**src/logic/save_pkg.sv**
```systemverilog
package save_pkg;

	// ========================================
	// Sector geometry
	// ========================================

	// One image sector is 256 words of 16 bits
	localparam int SECTOR_WORDS = 256;
	localparam int SECTOR_BITS = $clog2(SECTOR_WORDS);

	// ========================================
	// Data widths
	// ========================================

	// Word address inside one sector
	typedef logic [SECTOR_BITS-1:0] sector_word_t;

	// Sector number in the save image
	typedef logic [31:0] lba_t;

	// Image side data word
	typedef logic [15:0] sd_word_t;

	// Memory card host byte
	typedef logic [7:0] host_byte_t;

	// System type as selected in the menu, CD and CDZ behave the same here
	typedef enum logic [1:0]
	{
		sys_console = 2'd0,
		sys_arcade  = 2'd1,
		sys_cd      = 2'd2,
		sys_cdz     = 2'd3
	} system_type_t;

	// Save sequencer states
	typedef enum logic
	{
		st_idle   = 1'b0,
		st_active = 1'b1
	} seq_state_t;

	// Both CD flavours share the short card-only image layout
	function automatic logic is_cd(input system_type_t sys);
		return sys inside {sys_cd, sys_cdz};
	endfunction

endpackage

```
**src/logic/sector_counter.sv**
```systemverilog
`timescale 1ns/100ps

module sector_counter
#(
	parameter int BACKUP_SECTORS    = 128,
	parameter int CARD_SECTORS      = 16,
	parameter int CART_CARD_SECTORS = 4
)
(
	input  logic                    clk_sys,
	input  logic                    nRESET,
	input  save_pkg::system_type_t  system_type,
	input  logic                    lba_clear,
	input  logic                    lba_step,
	output save_pkg::lba_t          sd_lba,
	output logic                    last_sector
);

	// Final LBA of each image layout
	localparam save_pkg::lba_t CD_LAST = save_pkg::lba_t'(CARD_SECTORS - 1);
	localparam save_pkg::lba_t CART_LAST =
		save_pkg::lba_t'(BACKUP_SECTORS + CART_CARD_SECTORS - 1);

	// CD image is card only
	// Cartridge image is backup RAM followed by the card
	assign last_sector = save_pkg::is_cd(system_type) ? (sd_lba == CD_LAST) :
		(sd_lba == CART_LAST);

	always_ff @(posedge clk_sys or negedge nRESET)
	begin
		if (!nRESET)
			sd_lba <= '0;
		else if (lba_clear)
			sd_lba <= '0;
		else if (lba_step)
			sd_lba <= sd_lba + save_pkg::lba_t'(1);
	end

endmodule

```
**config.mk**
```make
export PLATFORM = sky130hd
export DESIGN_NAME = sector_counter
export DESIGN_NICKNAME = d
export VERILOG_FILES = /design/src/logic/save_pkg.sv /design/src/logic/sector_counter.sv
export SDC_FILE = /design/constraint.sdc
export NUM_CORES = 1
export LEC_CHECK = 0
export BUFFER_PORTS_ARGS = -buffer_cell sky130_fd_sc_hd__buf_2
export CAP_MARGIN = 20
export CELL_PAD_IN_SITES_DETAIL_PLACEMENT = 0
export CELL_PAD_IN_SITES_GLOBAL_PLACEMENT = 1
export CORE_MARGIN = 3
export CORE_UTILIZATION = 36
export CTS_CLUSTER_DIAMETER = 150
export DETAILED_ROUTE_END_ITERATION = 8
export PLACE_DENSITY_LB_ADDON = 0.1
export SYNTH_ARGS = -nofsm -noshare
export SYNTH_HDL_FRONTEND = slang
export SYNTH_SLANG_ARGS = --single-unit
```
**constraint.sdc**
```tcl
create_clock -name clk_sys -period 2 [get_ports clk_sys]
set_input_delay 0.2 -clock clk_sys [delete_from_list [all_inputs] [get_ports clk_sys]]
set_output_delay 0.2 -clock clk_sys [all_outputs]
set_load 0.005 [all_outputs]
```
# --- Yosys cells after proc, flatten, opt, wreduce, memory -nomap -nowiden ---
# Cells that the tools add are included.
totals:
  latch_bits: 0
  input_bits: 6
  ff_bits: 32
  elab_cells: 11
  rom_bits: 0
  n_memories: 0
  ram_bits: 0
  out_inout_bits: 33
op_classes:
  reduce_logical: 2
  n_mul: 0
  order_cmp: 0
  n_shift: 0
  muxes: 3
  add_sub_neg: 1
  div: 0
  bitwise: 0
  n_eq_ne: 4
ops:
  columns: ["op", "count"]
  rows:
  - ["32-bit two-way mux", 2]
  - ["32-bit by 1-bit adder with 32-bit output (second input constant)", 1]
  - ["32-bit by 4-bit equality test with 1-bit output (second input constant)", 1]
  - ["32-bit by 8-bit equality test with 1-bit output (second input constant)", 1]
  - ["2-bit equality test (second input constant)", 2]
  - ["2-bit nonzero test", 2]
  - ["1-bit two-way mux", 1]

# --- Depth between registers and ports, before layout ---
logic_depth:
  word_depth: 3
  mapped_depth: 7
  ltp_nobuf: 5

# --- Least setup slack after synthesis ---
# No wires, ideal clock.
synth_timing:
  path_type: "flip-flop to flip-flop"
  start: "register sd_lba[0]"
  end: "register sd_lba[26]"
  arrival_time_ns: 1.971
  synth_period_minus_slack_ns: 2.049
  t_required_ns: 1.922
  path_stages_with_launch: 7
  path_buffers: 1
  setup_time_ns: 0.078
  slack_ns: -0.049
  path_cell_list: "dfrtp_1 ha_1 o2111ai_1 or4_1 buf_2 or4_1 a21oi_1"
synth_via:
  elab_chain_cells: 3
synth_rtl:
  columns: ["item", "line", "text"]
  rows:
  - ["start: declaration", "sector_counter.sv:15", "output save_pkg::lba_t sd_lba,"]
  - ["start signal: assignment", "sector_counter.sv:36", "sd_lba <= sd_lba + save_pkg::lba_t'(1);"]
  - ["32-bit by 1-bit adder with 32-bit output", "sector_counter.sv:36", null]
  - ["32-bit two-way mux", "sector_counter.sv:35", "else if (lba_step)"]
  - ["32-bit two-way mux", "sector_counter.sv:33", "else if (lba_clear)"]
# Every way passes these cells. The select of a mux whose other input is x is not followed.
# A chain may end at the register's enable or synchronous reset.

# --- Final worst setup path ---
layout_timing:
  start: "register sd_lba[9]"
  end: "register sd_lba[21]"
# The elaborated chain is that of the path after synthesis.

==> results.md <==
• result of the run: complete, no violations
• Net count, final: 277
• met2 track demand over resource in global routing: 32.3%
• reg2reg start: sd_lba[9]
• Diodes inserted: 0
• share of post-route cells with drive strength above 1: 38.4%
• fin. max-slew vios: 0
• number of primary I/O pins: 39
• count of distinct cell types in the synthesized netlist: 32
• chip width: 76.4 um
• cell area after synthesis: 1780 um2
• global routing usage summed across all routing layers: 18.8%
• pin count of the biggest net entering global routing: 33
• fill cell total of the finished layout: 439
• slew at the pin with the worst max-slew slack: 716 ps
• number of antenna violations at the first check in global routing: 0
• Die H: 76.4 um
• number of vias in the routed layout: 1872
• crit path launch: sd_lba[9]
• sequential area share after synthesis: 44.9%
• Slew Limit Headroom: 52.3%
• die area: 5830 um2
• Iteration-0 DRC Markers: 113
• placed inst area: 2280 um2
• Synth warnings: 0
• via count of the first global-routing pass: 1777
• Final HPWL DP: 3.87 mm
• Clock Path Buffers: 2
• Worst-path clk slew: 80 ps
• Post-Route Skew: 8.38 ps
• number of H-tree levels: 2
• most area-consuming cells after synthesis: dfrtp_1, or4_1, a21oi_1
• DRC Markers: 0
• largest registers in the final layout: sd_lba: 32 flops
• number of failing hold endpoints at the final stage: 0
• fin area: 2500 um2
• total grt overflow: 0
• max_cap viols: 0
• largest area contributor in the netlist: dfrtp_1
• most used routing layer: met2
• root buf cell: clkbuf_8
• starting density of the core: 39.0%
• CTS sink cnt: 32
• category of the worst setup path capture point: flip-flop
• Finish-stage setup viols: 0
• maximum achievable frequency: 514 MHz
• routability-driven placement congestion ratio: 0.805
• Worst Path Arrival: 2160 ps
• final routed wirelength across all metal layers: 5.32 mm
• Period minus WS final: 1950 ps
• post-DR vias/cell: 5.57
• insertion delay of the later-clocked pin in the worst-skew pair: 290 ps
• Crit path required time: 2220 ps
• Pre-antenna DRT Iters: 4
• count of input and output buffers: 37
• TritonCTS clock tree: done
• first-pass GRT wire length: 8.95 mm
• leakage power figure: 1.10 nW
• most flop-heavy register: sd_lba
• number of nets still failing antenna checks after routing: 0
• Global Route met3 Usage: 4.73%
• met1 layer usage reported by global route: 23.6%
• Period Utilization, post-route: 97.3%
• net count of the mapped netlist: 202
• largest fanout on the critical path: 6
• Multi-input gate area: 950 um2
• CORE AREA: 4560 um2
• Syn Inst Count: 195
• number of buffers created by CTS: 5
• Mean Syn Cell Area: 9.14 um2
• post-DR wirelength/cell: 15.8 um
• worst voltage drop across the vdd grid: 0.000400 V
• hold path start: lba_clear
• worst hold-check path type: input pin to flip-flop
• area growth from synthesis to layout: 40.4%
• area occupied by registers: 803 um2
• critical path launch point type: flip-flop
• worst setup path class: flip-flop to flip-flop
• Rows: 24
• flip-flop count of the largest register after layout: 32
• power density of the placed cells: 544 nW/um2
• WHS: 242 ps
• top-area cell type share of the netlist area: 44.9%
• setup repair after global routing missed its margin: true
• number of synthesized register bits: 32
## metrics by stage
step / total power [mW] / instances / util (%) / TNS, ps / setup WS, ps
2_1_floorplan: 0.698 / 195 / - / 0 / 9.33
3_3_place_gp: 0.735 / 321 / 50.0 / 0 / 37.2
3_5_place_dp: 0.739 / 321 / 50.0 / -187 / -38.7
4_1_cts: 1.37 / 330 / 53.0 / 0 / 5.88
5_1_grt: 1.42 / 336 / 54.8 / -19.5 / -13.6
6_report: 1.36 / 336 / 54.8 / 0 / 54.3
## cells in the final DEF, fill, tap and decap left out, drive strengths merged, types with 2 or more instances in the layout
cell type	Yosys	routed
o2111ai	2	2
inv	6	6
clkbuf	5	5
nor4	8	8
or2	2	2
buf	8	80
a21oi	19	19
nand3	10	10
o31ai	10	10
or4	14	14
and3	2	2
nand4	9	9
xnor2	7	7
xor2	5	5
nand2	10	10
nor2	13	13
nor3	5	5
nor4b	2	2
o21ai	8	8
dfrtp	32	32
or3	9	9
## routing by layer
| metal | part of all wire, % | wire length [um] | vias up |
|---|---|---|---|
| met5 | 0 | 0 | - |
| met4 | 1.0 | 54 | 0 |
| met3 | 5.6 | 298 | 5 |
| met2 | 50 | 2630 | 52 |
| met1 | 44 | 2330 | 927 |
| li1 | - | - | 888 |
## Yosys cell counts
master / instances
dfrtp_1: 32
or4_1: 14
nor4b_1: 2
a31oi_1: 1
o211ai_1: 1
o21ai_0: 8
or3_1: 9
and4_1: 1
and2b_1: 1
nand2_1: 10
xnor2_1: 7
buf_2: 7
ha_1: 1
or2_2: 2
o2111a_1: 1
or4b_1: 1
clkbuf_1: 5
nand4_1: 8
a21oi_1: 19
buf_6: 1
o41ai_1: 1
nor4_1: 8
nor3_1: 5
nand4_2: 1
inv_1: 6
and3_1: 2
o31ai_1: 10
nor2_1: 13
o2111ai_1: 2
mux2i_1: 1
xor2_1: 5
nand3_1: 10
## repair_timing
item	in CTS	in global routing
buffers inserted	0	6
gates resized for setup	4	9
pin swaps	0	2
endpoints found under the hold margin	32	0
endpoints found under the setup margin	11	11
hold buffers	1	0
## worst paths after layout
kind | to | slack, ps | depth (start not counted)
max | sd_lba[21] | 50 | 5
min | sd_lba[3] | 240 | 3
max reg2reg | sd_lba[21] | 50 | 5
min reg2reg | sd_lba[31] | 590 | 2
max in group asynchronous | sd_lba[0] | 980 | 2
min in group asynchronous | sd_lba[17] | 510 | 2
## final cells by class
class                           instances  share of cell area (%)
Clock buffer                            5                    2.75
Clock inverter                          3                    1.70
Inverter                                6                   0.900
Multi-Input combinational cell        144                    38.0
Sequential cell                        32                    32.1
Tap cell                               65                    3.25
Timing Repair Buffer                   81                    21.3
## critical path, cell delays in order (launching register included)
cell and delay (ps):
dfrtp_1 360, nand4_2 150, buf_6 160, or4_4 560, or4b_4 500, a21oi_2 140
## kinds of logic (layout without fill, tap and decap cells)
family,count (synthesis),count (layout),synth area share (%)
AO/OA/AOI/OAI,43,43,14.7
buffers and inverters,19,95,4.92
flip-flops,32,32,44.9
AND/OR/NAND/NOR,87,87,28.3
XOR/XNOR,12,12,5.90
multiplexers,1,1,0.562
adder cells (fa/ha/maj),1,1,0.702
## report_power, final
group | leakage (nW) | internal [mW] | switching, mW
Combinational | 0.604 | 0.0327 | 0.0448
Sequential | 0.443 | 0.652 | 0.00517
Clock | 0.0541 | 0.369 | 0.257
Total | 1.10 | 1.05 | 0.307
Power figures use the tool's default switching activity.
