==> config.mk <==
export PLATFORM = sky130hd
export DESIGN_NAME = save_sequencer
export DESIGN_NICKNAME = d
export VERILOG_FILES = /design/src/logic/save_pkg.sv /design/src/logic/save_sequencer.sv
export SDC_FILE = /design/constraint.sdc
export NUM_CORES = 1
export LEC_CHECK = 0
export BUFFER_PORTS_ARGS = -buffer_cell sky130_fd_sc_hd__buf_2
export CAP_MARGIN = 10
export CORE_MARGIN = 4
export CORE_UTILIZATION = 28
export DETAILED_ROUTE_END_ITERATION = 8
export HOLD_SLACK_MARGIN = 0.06
export PLACE_DENSITY = 0.77
export SETUP_SLACK_MARGIN = 0.15
export SLEW_MARGIN = 20
export SYNTH_ARGS = -nofsm -noshare
export SYNTH_HDL_FRONTEND = slang
export SYNTH_SLANG_ARGS = --single-unit
==> constraint.sdc <==
create_clock -name clk_sys -period 1.5 [get_ports clk_sys]
set_input_delay 0.15 -clock clk_sys [delete_from_list [all_inputs] [get_ports clk_sys]]
set_output_delay 0.15 -clock clk_sys [all_outputs]
set_load 0.005 [all_outputs]
==> src/logic/save_pkg.sv <==
package save_pkg;

	// ========================================
	// Sector geometry
	// ========================================

	// One image sector is 256 words of 16 bits
	localparam int SECTOR_WORDS = 256;
	localparam int SECTOR_BITS = $clog2(SECTOR_WORDS);

	// ========================================
	// Data widths
	// ========================================

	// Word address inside one sector
	typedef logic [SECTOR_BITS-1:0] sector_word_t;

	// Sector number in the save image
	typedef logic [31:0] lba_t;

	// Image side data word
	typedef logic [15:0] sd_word_t;

	// Memory card host byte
	typedef logic [7:0] host_byte_t;

	// System type as selected in the menu, CD and CDZ behave the same here
	typedef enum logic [1:0]
	{
		sys_console = 2'd0,
		sys_arcade  = 2'd1,
		sys_cd      = 2'd2,
		sys_cdz     = 2'd3
	} system_type_t;

	// Save sequencer states
	typedef enum logic
	{
		st_idle   = 1'b0,
		st_active = 1'b1
	} seq_state_t;

	// Both CD flavours share the short card-only image layout
	function automatic logic is_cd(input system_type_t sys);
		return sys inside {sys_cd, sys_cdz};
	endfunction

endpackage

==> src/logic/save_sequencer.sv <==
`timescale 1ns/100ps

module save_sequencer
(
	input  logic        clk_sys,
	input  logic        nRESET,
	input  logic        ioctl_download,
	input  logic        img_mounted,
	input  logic        img_readonly,
	input  logic [63:0] img_size,
	input  logic        save_req,
	input  logic        sd_ack,
	input  logic        last_sector,
	output logic        sd_rd,
	output logic        sd_wr,
	output logic        lba_clear,
	output logic        lba_step
);

	save_pkg::seq_state_t state;

	// Previous values for edge detection
	logic download_prev;
	logic save_prev;
	logic ack_prev;

	logic enable;
	logic load_pending;
	// Direction of the running operation, high for a load
	logic loading;

	logic download_rise;
	logic download_fall;
	logic save_rise;
	logic ack_rise;
	logic ack_fall;
	logic image_ok;
	logic start;

	assign download_rise = ioctl_download & ~download_prev;
	assign download_fall = ~ioctl_download & download_prev;
	assign save_rise = save_req & ~save_prev;
	assign ack_rise = sd_ack & ~ack_prev;
	assign ack_fall = ~sd_ack & ack_prev;

	// Mounted, non-empty and writable save image
	assign image_ok = img_mounted & (img_size != 64'd0) & ~img_readonly;

	// Loads win over saves when both are pending
	assign start = (state == save_pkg::st_idle) & enable & (load_pending | save_rise) & ~ack_rise;

	// Counter controls act on the same edge as the request, so sd_lba is valid with it
	assign lba_clear = start;
	assign lba_step = (state == save_pkg::st_active) & ack_fall & ~last_sector;

	// ========================================
	// Arming and triggers
	// ========================================

	always_ff @(posedge clk_sys or negedge nRESET)
	begin
		if (!nRESET)
		begin
			download_prev <= 1'b0;
			save_prev <= 1'b0;
			ack_prev <= 1'b0;
			enable <= 1'b0;
			load_pending <= 1'b0;
		end
		else
		begin
			download_prev <= ioctl_download;
			save_prev <= save_req;
			ack_prev <= sd_ack;

			// New download disarms until the image is seen again
			if (download_rise)
				enable <= 1'b0;
			else if (~ioctl_download & image_ok)
				enable <= 1'b1;

			// Load is queued at download end and consumed at start
			if (download_rise)
				load_pending <= 1'b0;
			else if (download_fall)
				load_pending <= 1'b1;
			else if (start)
				load_pending <= 1'b0;
		end
	end

	// ========================================
	// Sector request FSM
	// ========================================

	always_ff @(posedge clk_sys or negedge nRESET)
	begin
		if (!nRESET)
		begin
			state <= save_pkg::st_idle;
			loading <= 1'b0;
			sd_rd <= 1'b0;
			sd_wr <= 1'b0;
		end
		else if (ack_rise)
		begin
			// Image side took the request
			sd_rd <= 1'b0;
			sd_wr <= 1'b0;
		end
		else if (state == save_pkg::st_idle)
		begin
			if (start)
			begin
				state <= save_pkg::st_active;
				loading <= load_pending;
				sd_rd <= load_pending;
				sd_wr <= ~load_pending;
			end
		end
		else if (ack_fall)
		begin
			// Sector done, next LBA or stop
			if (last_sector)
				state <= save_pkg::st_idle;
			else
			begin
				sd_rd <= loading;
				sd_wr <= ~loading;
			end
		end
	end

endmodule

==> Yosys cells after proc, flatten, opt, wreduce, memory -nomap -nowiden <==
Cells that the tools add are included.
{ "classes": {"mux": 19, "bitwise": 25, "eq_ne": 2, "reduce_logical": 6} }
{ "op_table": {"columns": ["op", "n"], "rows": [
  ["nonzero test 64 bit", 1],
  ["2-to-1 mux 1 bit", 19],
  ["AND 1 bit", 13],
  ["inverter 1 bit", 11],
  ["AND reduction 3 bit", 2],
  ["nonzero test 3 bit", 2],
  ["!= test 3 x 1 -> 1 bit, second input constant", 1],
  ["!= test 3 x 2 -> 1 bit, second input constant", 1],
  ["nonzero test 2 bit", 1],
  ["OR 1 bit", 1]
]} }
{ "totals": {"inputBits": 72, "output_inout_bits": 4, "reg_bits": 9, "elab_cells": 61} }

==> Logic depth before layout (Yosys ltp) <==
Gate-level depths: netlist (run 1).
{ "logic_depth": {"word_depth": 8, "mapped_depth": 4} }

==> Worst setup path after synthesis (run 1) <==
OpenSTA, ideal clock, no wires.
{ "synth_path": {"kind": "reg2reg", "from": "reg state", "to": "reg loading", "arrival_ps": 1272, "path_slack_ps": 103, "stages_incl_launch_ff": 5, "cell_sequence": "dfrtp_1 -> nor2b_1 -> o21ai_0 -> nor2_1 -> mux2_2"} }
{ "synth_via": {"elab_chain_cells": 5} }
{ "synth_lines": {"columns": ["element", "line_no", "source"], "rows": [
  ["from (decl)", "save_sequencer.sv:20", "save_pkg::seq_state_t state;"],
  ["from (signal assigned)", "save_sequencer.sv:100", "state <= save_pkg::st_idle;"],
  ["from (signal assigned)", "save_sequencer.sv:115", "state <= save_pkg::st_active;"],
  ["from (signal assigned)", "save_sequencer.sv:125", "state <= save_pkg::st_idle;"],
  ["inverter 1 bit (no source line)", null, null],
  ["AND 1 bit (3 in a row)", "save_sequencer.sv:50", "assign start = (state == save_pkg::st_idle) & enable & (load_pending | save_rise) & ~ack_rise;"],
  ["named net lba_clear", "save_sequencer.sv:16", "output logic lba_clear,"],
  ["AND reduction 3 bit (no source line)", null, null],
  ["to (signal assigned)", "save_sequencer.sv:116", "loading <= load_pending;"],
  ["to (decl)", "save_sequencer.sv:30", "logic loading;"]
]} }
The timed path passes the listed nets, and every way through them passes these cells.
A chain may end at the register's enable or synchronous reset.

==> Final worst setup path (run 1) <==
{ "layout_path": {"from": "reg state", "to": "reg sd_rd"} }
{ "layout_via": {"elab_chain_cells": 6, "word_cells_on_any_way": 10, "cone_classes": "2 x eq/ne; 2 x mux; 4 x bitwise; 2 x reduce/logical"} }
{ "layout_lines": {"columns": ["element", "line_no", "source"], "rows": [
  ["inverter 1 bit (no source line)", null, null],
  ["AND 1 bit (3 in a row)", "save_sequencer.sv:50", null],
  ["nonzero test 3 bit (no source line)", null, null],
  ["AND reduction 3 bit (no source line)", null, null],
  ["to (signal assigned)", "save_sequencer.sv:117", "sd_rd <= load_pending;"],
  ["to (signal assigned)", "save_sequencer.sv:128", "sd_rd <= loading;"],
  ["to (decl)", "save_sequencer.sv:14", "output logic sd_rd,"]
]} }
Parallel ways exist; a longest one is shown, timed or not.

==> flow_summary.toml, run 1 <==
[timing]
relSlewSlack_pct = 79.6
finalMaxSlewViolations = 0
worst_slack_ns = 0.144
setup_viol_count_final = 0
max_freq_mhz = 737
tightestPinTransition_ns = 0.304
final.setup_skew_ns = 0.00318
period_needed_ns = 1.36
period_share_pct = 90.4
whs_ns = 0.148
rsz0062_at_grt = "yes"
hold_viol_final = 0
finalSetupTns_ns = 0

[clock_tree]
cts-root-buf = "clkbuf_4"
clk_latency_ns = 0.26
clk_path_buf_depth = 2
cts_buffers = 3
tritoncts = "yes"
clkSinkCount = 9
cts.htree.levels = 1
clk_pin_slew_worst_paths_ns = 0.06

[floorplan]
fp.dieH_um = 50.5
core_area_um2 = 1730
rows = 15
pin_count = 76
die_area_um2 = 2550
die_w_um = 50.5
start_util_pct = 29.3

[layout]
n_antenna_cell = 0
final_nets = 215
areaGrowthSynthToFinish_pct = 111
stdcell_area_um2 = 1070
drive_gt1_share_pct = 64.1
instances_no_fill = 167

[setup_path]
required_ns = 1.65
crit_arrival_ns = 1.51
critical-path-slowest-cell = "dfrtp_1"
max_stage_delay_ns = 0.39
crit_path_start_kind = "flip-flop"
crit_type = "reg2reg"
r2r_slack_ns = 0.14
path_cells = "nor2b_1, o21ai_2, buf_4, a221o_1, and3b_1"
crit_fanout = 4
endpoint_kind = "flip-flop"

[grt]
grt_max_degree = 10
grt_pass1_vias = 828
grt_pass1_wl_um = 3220
antenna_found_initial = 0
gr-total-overflow = 0
grt_usage_pct = 16.4

[place]
place_hpwl_um = 1920
placed_area_um2 = 940
place_congestion = 0.800
portBuffers = 75
dp_cells = 154
place_ws_ns = -0.0837

[synth]
synth.yosys.warnings = 0
synth_area_um2 = 507
ys.flop_type = "dfrtp_1"
async_reset_ff_share_pct = 100
synth_edf_count = 0
netlist.top_cell.by_area = "dfrtp_1"
yosysMostFrequentCell = "nor4_1"
ys_seq_area_share_pct = 44.4
synth_top_area_share_pct = 44.4
ys_types = 19
synthTopCellsByArea = "dfrtp_1 (44%), nor4_1 (19%), nor2b_1 (6.2%), nand4_1 (4.9%), nand3b_1 (3.0%)"
synth_nets = 125
syn_area_per_cell_um2 = 9.56
ys_ff_latch = 9
syn_inst = 53
ys_top_cells_by_count = "nor4_1 (15), dfrtp_1 (9), nor2b_1 (5)"

[status]
status = "complete, no violations"

[pwr]
power.density_nw_per_um2 = 812
vdd_drop_max_mv = 0.434
power_frac_comb_pct = 39.2
switching_share_pct = 28.4
intPower_mw = 0.621
clockPowerShare_pct = 21.5
p_leak_nw = 0.550
p_switching_mw = 0.247
pwr-share-seq_pct = 39.3

[drt]
antenna_left = 0
drt-total-wl_um = 2200
vias_per_cell = 4.81
avgRoutedWirePerCell_um = 13.2
drtPass1Iterations = 3
first_iter_violations = 6
drc = 0
num_vias = 803

[job]
maxCapViolations = 0

[hold_path]
hold_path.class = "in2reg"
## metal layers
layer  part of all wire, %  up-vias  track usage, %
li1                      -      398               -
met1                    31      359            14.1
met2                    55       46            30.9
met3                    14        0            11.6
met4                     0        0            2.69
met5                     0        -               0
## area by class of cell
type / instances / area (um2)
multi-input cells: 42 / 312
inverters: 2 / 7.51
repair buffers: 85 / 467
clock buffers: 4 / 26.3
fillers: 177 / 658
flip-flops and latches: 9 / 225
well taps: 25 / 31.3
## what timing repair did
action,in CTS,in global routing
hold endpoints to repair,12,0
gates resized for setup,2,3
hold buffers,4,0
setup buffers,4,1
pin swaps,1,2
endpoints found under the setup margin,1,5
## state kept, by name (all words and copies together) (netlist names)
signal         cells
save_prev          1
state              1
download_prev      1
sd_rd              1
sd_wr              1
enable             1
load_pending       1
loading            1
ack_prev           1
## placed cells by master, fill, tap and decap left out, types with 2 or more instances in the layout
cell	instances
nor4_2	3
nand2_1	2
dfrtp_1	9
nand3_1	2
nor2b_1	5
dlygate4sd3_1	4
nand4_1	4
buf_2	74
clkbuf_4	3
nor4_1	12
nand3b_1	2
inv_1	2
buf_4	6
## per-stage QoR
| stage | power [mW] | util, % |
|---|---|---|
| after global placement | 0.597 | 54.4 |
| after detailed placement | 0.611 | 54.4 |
| final | 0.868 | 61.9 |
| after global routing | 0.937 | 61.9 |
| after CTS | 0.860 | 60.6 |
| after floorplan | 0.451 | - |
## power by group through the flow
stage               logic, mW  registers (mW)  clock network (mW)
floorplan               0.105           0.346                   0
global placement        0.248           0.348                   0
detailed placement      0.259           0.352                   0
CTS                     0.324           0.340               0.196
global route            0.371           0.350               0.216
finish                  0.340           0.341               0.186
## worst paths after layout
check,from,to,cells past startpoint
max,state,sd_rd,5
min,img_mounted,enable,2
max reg2reg,state,sd_rd,5
min reg2reg,enable,enable,1
max in group asynchronous,nRESET,loading,2
min in group asynchronous,nRESET,state,2
## logic make-up (layout without fill, tap and decap cells)
logic type / after synthesis / count (layout) / share of synthesized area, %
buf+inv: 2 / 91 / 1.48
mux: 1 / 1 / 2.22
simple gates: 35 / 35 / 43.2
flops: 9 / 9 / 44.4
compound gates: 6 / 6 / 8.64
## critical path: cells and delay by family (launching register included)
| family | cells | cell delay (ns) |
|---|---|---|
| buffers and inverters | 1 | 0.15 |
| and+or+nand+nor | 2 | 0.33 |
| DFF | 1 | 0.39 |
| AOI/OAI and AO/OA | 2 | 0.38 |
Power figures use the tool's default switching activity.
==> run 2, diff against run 1 <==
Settings changed: CORE_UTILIZATION 28 to 32, CTS_BUF_LIST set to sky130_fd_sc_hd__clkbuf_2, PLACE_DENSITY 0.77 to 0.87.
Clock period 1.5 ns to 1.7 ns, I/O delays scaled along.
==> flow_summary.toml, run 2 (synthesized netlist as in run 1, its figures left out) <==
[status]
status = "complete, no violations"

[setup_path]
crit_buf_inv = 2
r2r_cells = 4
max_stage_delay_ns = 0.41
r2r-end = "sd_rd"
crit_path_start_kind = "flip-flop"
r2r_slack_ns = 0.36
crit_arrival_ns = 1.29
crit_fanout = 5
crit_type = "reg2out"
crit_family = "flip-flops"
required_ns = 1.53
endpoint_kind = "primary output"
critical-path-slowest-cell = "dfrtp_1"
crit_end = "lba_clear"
crit_cells = 5
path_cells = "nor2b_1, o21ai_2, nor2_2, buf_4, buf_2"
crit_start = "state"
r2r-start = "ack_prev"

[pwr]
power.density_nw_per_um2 = 711
vdd_drop_max_mv = 0.375
p_leak_nw = 0.525
total_power_mw = 0.699

[timing]
period_share_pct = 85.9
whs_ns = 0.181
finalSetupTns_ns = 0
period_needed_ns = 1.46
finalMaxSlewViolations = 0
hold_viol_final = 0
rsz0062_at_grt = "no"
tightestPinTransition_ns = 0.323
final.setup_skew_ns = 0.00912
setup_viol_count_final = 0
relSlewSlack_pct = 78.3
max_freq_mhz = 685

[hold_path]
hold_path.class = "in2reg"
min_path_cells = 2

[layout]
final_nets = 211
n_antenna_cell = 0
final_cell_mix = "buf_2 (75), nor4_1 (15), dfrtp_1 (9), nor2b_1 (5)"
layout_commonest_cell = "buf_2"
areaGrowthSynthToFinish_pct = 94.1
instances_no_fill = 154
drive_gt1_share_pct = 61.6
stdcell_area_um2 = 983

[clock_tree]
clk_latency_ns = 0.25
clk_path_buf_depth = 2
clkSinkCount = 9
cts_buffers = 3
clk_pin_slew_worst_paths_ns = 0.10
cts-root-buf = "clkbuf_2"
tritoncts = "yes"
cts.htree.levels = 1

[grt]
antenna_found_initial = 0
gr-total-overflow = 0
grt_usage_pct = 18.9
grt_pass1_wl_um = 3000
grt_pass1_vias = 719
grt_max_degree = 10

[drt]
drtPass1Iterations = 4
vias_per_cell = 5.14
drt-total-wl_um = 2110
first_iter_violations = 6
antenna_left = 0
num_vias = 791
drc = 0
avgRoutedWirePerCell_um = 13.7

[floorplan]
core_area_um2 = 1510
fp.dieH_um = 47.8
die_area_um2 = 2280
pin_count = 76
die_w_um = 47.8
start_util_pct = 33.6
rows = 14

[place]
portBuffers = 75
dp_cells = 145
placed_area_um2 = 910
place_congestion = 0.787
place_hpwl_um = 1880

[job]
maxCapViolations = 0
-- run 2: cell types whose count changed in the layout (fill, tap and decap cells not counted) --
cell	change
clkbuf_1	-1
mux2_4	-1
nor4_4	-1
clkbuf_2	+4
nor4_1	+3
clkbuf_4	-3
buf_4	-4
buf_6	-1
mux2_2	+1
buf_2	+1
nor4_2	-2
-- run 2: routing by layer --
layer | track usage [%] | vias to the layer above | routed length (um)
li1 | - | 388 | -
met1 | 18.8 | 357 | 703
met2 | 36.9 | 46 | 1140
met3 | 8.27 | 0 | 264
met4 | 1.61 | 0 | 0
met5 | 0 | - | 0
-- run 2: power breakdown --
group          total [mW]  switching [mW]  internal (mW)
clock               0.138          0.0754         0.0625
sequential          0.299          0.0300          0.269
combinational       0.262           0.102          0.160
-- run 2: final cells by class --
class                           count  area (um2)
Clock buffer                        4        20.0
Tap cell                           16        20.0
Multi-Input combinational cell     42         280
Inverter                            2        7.51
Fill cell                         134         523
Timing Repair Buffer               81         430
Sequential cell                     9         225
-- run 2: worst min-delay path by stage --
| stage | startpoint | to | slack (ns) |
|---|---|---|---|
| 3_3_place_gp | nRESET | ack_prev | 0.03 |
| 4_1_cts | ioctl_download | download_prev | 0.06 |
| 2_1_floorplan | nRESET | ack_prev | -0.13 |
| 5_1_grt | img_mounted | enable | 0.16 |
| 6_report | img_mounted | enable | 0.18 |
| 3_5_place_dp | nRESET | ack_prev | 0.03 |
-- run 2: worst reg2reg max path: stages, from the launching register on --
cell and delay, ns:
dfrtp_1 0.35, nor2b_1 0.17, nand3b_1 0.17, a221o_1 0.37, and3b_1 0.18
-- run 2: through the flow --
| step | util (%) | setup WS [ns] |
|---|---|---|
| 2_1_floorplan | - | 0.303 |
| 3_3_place_gp | 60.4 | 0.122 |
| 3_5_place_dp | 60.4 | 0.0856 |
| 4_1_cts | 64.2 | 0.154 |
| 5_1_grt | 65.3 | 0.137 |
| 6_report | 65.3 | 0.239 |
-- run 2: what timing repair did --
| action | 4_1_cts | 5_1_grt |
|---|---|---|
| cloned | 0 | 0 |
| endpoints found under the setup margin | 1 | 1 |
| pin swaps | 1 | 0 |
| setup buffers | 1 | 0 |
| gates resized for setup | 1 | 2 |
| hold buffers | 3 | 1 |
| endpoints found under the hold margin | 11 | 1 |
==> run 3, diff against run 2 <==
Settings changed: RECOVER_POWER set to 50.
==> flow_summary.toml, run 3 (synthesized netlist as in run 1, its figures left out) <==
[setup_path]
crit_arrival_ns = 1.29
crit_path_start_kind = "flip-flop"
endpoint_kind = "primary output"
required_ns = 1.53
crit_type = "reg2out"
crit_fanout = 5

[timing]
worst_slack_ns = 0.240
rsz0062_at_grt = "no"
tightestPinTransition_ns = 0.492
finalMaxSlewViolations = 0
period_needed_ns = 1.46
period_share_pct = 85.9
hold_viol_final = 0
final.setup_skew_ns = 0.00912
finalSetupTns_ns = 0
setup_viol_count_final = 0
max_freq_mhz = 685
relSlewSlack_pct = 67.2

[place]
place_hpwl_um = 1880
portBuffers = 75
place_ws_ns = 0.0856
placed_area_um2 = 910
place_congestion = 0.787

[layout]
final_nets = 211
layout_commonest_cell = "buf_2"
final_cell_mix = "buf_2 (73), nor4_1 (15), dfrtp_1 (9), nor2b_1 (5)"
fill_cells = 136
stdcell_area_um2 = 981
drive_gt1_share_pct = 60.1
n_antenna_cell = 0
areaGrowthSynthToFinish_pct = 93.6

[floorplan]
die_w_um = 47.8
fp.dieH_um = 47.8
rows = 14
die_area_um2 = 2280
start_util_pct = 33.6
core_area_um2 = 1510
pin_count = 76

[drt]
antenna_left = 0
drt-total-wl_um = 2100
drtPass1Iterations = 4
vias_per_cell = 5.14
first_iter_violations = 6
num_vias = 791
avgRoutedWirePerCell_um = 13.6
drc = 0

[grt]
gr-total-overflow = 0
antenna_found_initial = 0
grt_usage_pct = 18.9
grt_pass1_wl_um = 3000
grt_pass1_vias = 719
grt_max_degree = 10

[pwr]
power.density_nw_per_um2 = 712
p_leak_nw = 0.520
vdd_drop_max_mv = 0.375

[status]
status = "complete, no violations"

[clock_tree]
cts.htree.levels = 1
tritoncts = "yes"
clkSinkCount = 9
cts_buffers = 3
clk_latency_ns = 0.25
clk_pin_slew_worst_paths_ns = 0.10
cts-root-buf = "clkbuf_2"
clk_path_buf_depth = 2

[job]
maxCapViolations = 0

[hold_path]
hold_path.class = "in2reg"
[run 3: changes by cell type in the layout (fill, tap and decap cells not counted), sizes merged]
cell	delta
clkbuf	+2
buf	-2
[run 3: report_power, final]
part | switching, mW | internal [mW]
registers | 0.0299 | 0.269
logic | 0.102 | 0.159
clock network | 0.0754 | 0.0625
[run 3: critical path: stages (launching register included)]
cell     delay, ns
dfrtp_1       0.41
nor2b_1       0.15
o21ai_2       0.12
nor2_2        0.12
buf_4         0.14
buf_2         0.10
[run 3: final cells by class]
type / count / area, um2 / share of cell area, %
multi-input cells: 42 / 280 / 28.6
well taps: 16 / 20.0 / 2.04
repair buffers: 81 / 428 / 43.6
inverters: 2 / 7.51 / 0.765
clock buffers: 4 / 20.0 / 2.04
flip-flops and latches: 9 / 225 / 23.0
[run 3: final timing paths]
path | startpoint | to | slack [ns] | cells past startpoint
hold reg to reg | enable | enable | 0.51 | 1
setup reg to reg | ack_prev | sd_rd | 0.36 | 4
setup / recovery | state | lba_clear | 0.24 | 5
min in group asynchronous | nRESET | ack_prev | 0.38 | 2
max in group asynchronous | nRESET | loading | 0.98 | 2
hold / removal | img_mounted | enable | 0.18 | 2
[run 3: repair_timing]
item / in CTS / in global routing
pin swaps: 1 / 0
endpoints found under the hold margin: 11 / 1
setup buffers: 1 / 0
endpoints found under the setup margin: 1 / 1
resized for setup: 1 / 2
hold buffers: 3 / 1
[run 3: metal layers]
layer  routed length [um]  vias to the layer above  part of all wire (%)  track usage (%)
li1                     -                      388                     -                -
met1                  708                      357                    34             18.8
met2                 1140                       46                    54             36.9
met3                  256                        0                    12             8.27
met4                    0                        0                     0             1.61
met5                    0                        -                     0                0
[run 3: per-stage QoR]
step / utilization [%] / instances / total power, mW / hold WS [ns]
2_1_floorplan: - / 53 / 0.397 / -0.126
3_3_place_gp: 60.4 / 145 / 0.524 / 0.0250
3_5_place_dp: 60.4 / 145 / 0.536 / 0.0316
4_1_cts: 64.2 / 153 / 0.703 / 0.0644
5_1_grt: 65.1 / 154 / 0.755 / 0.160
6_report: 65.1 / 154 / 0.698 / 0.181
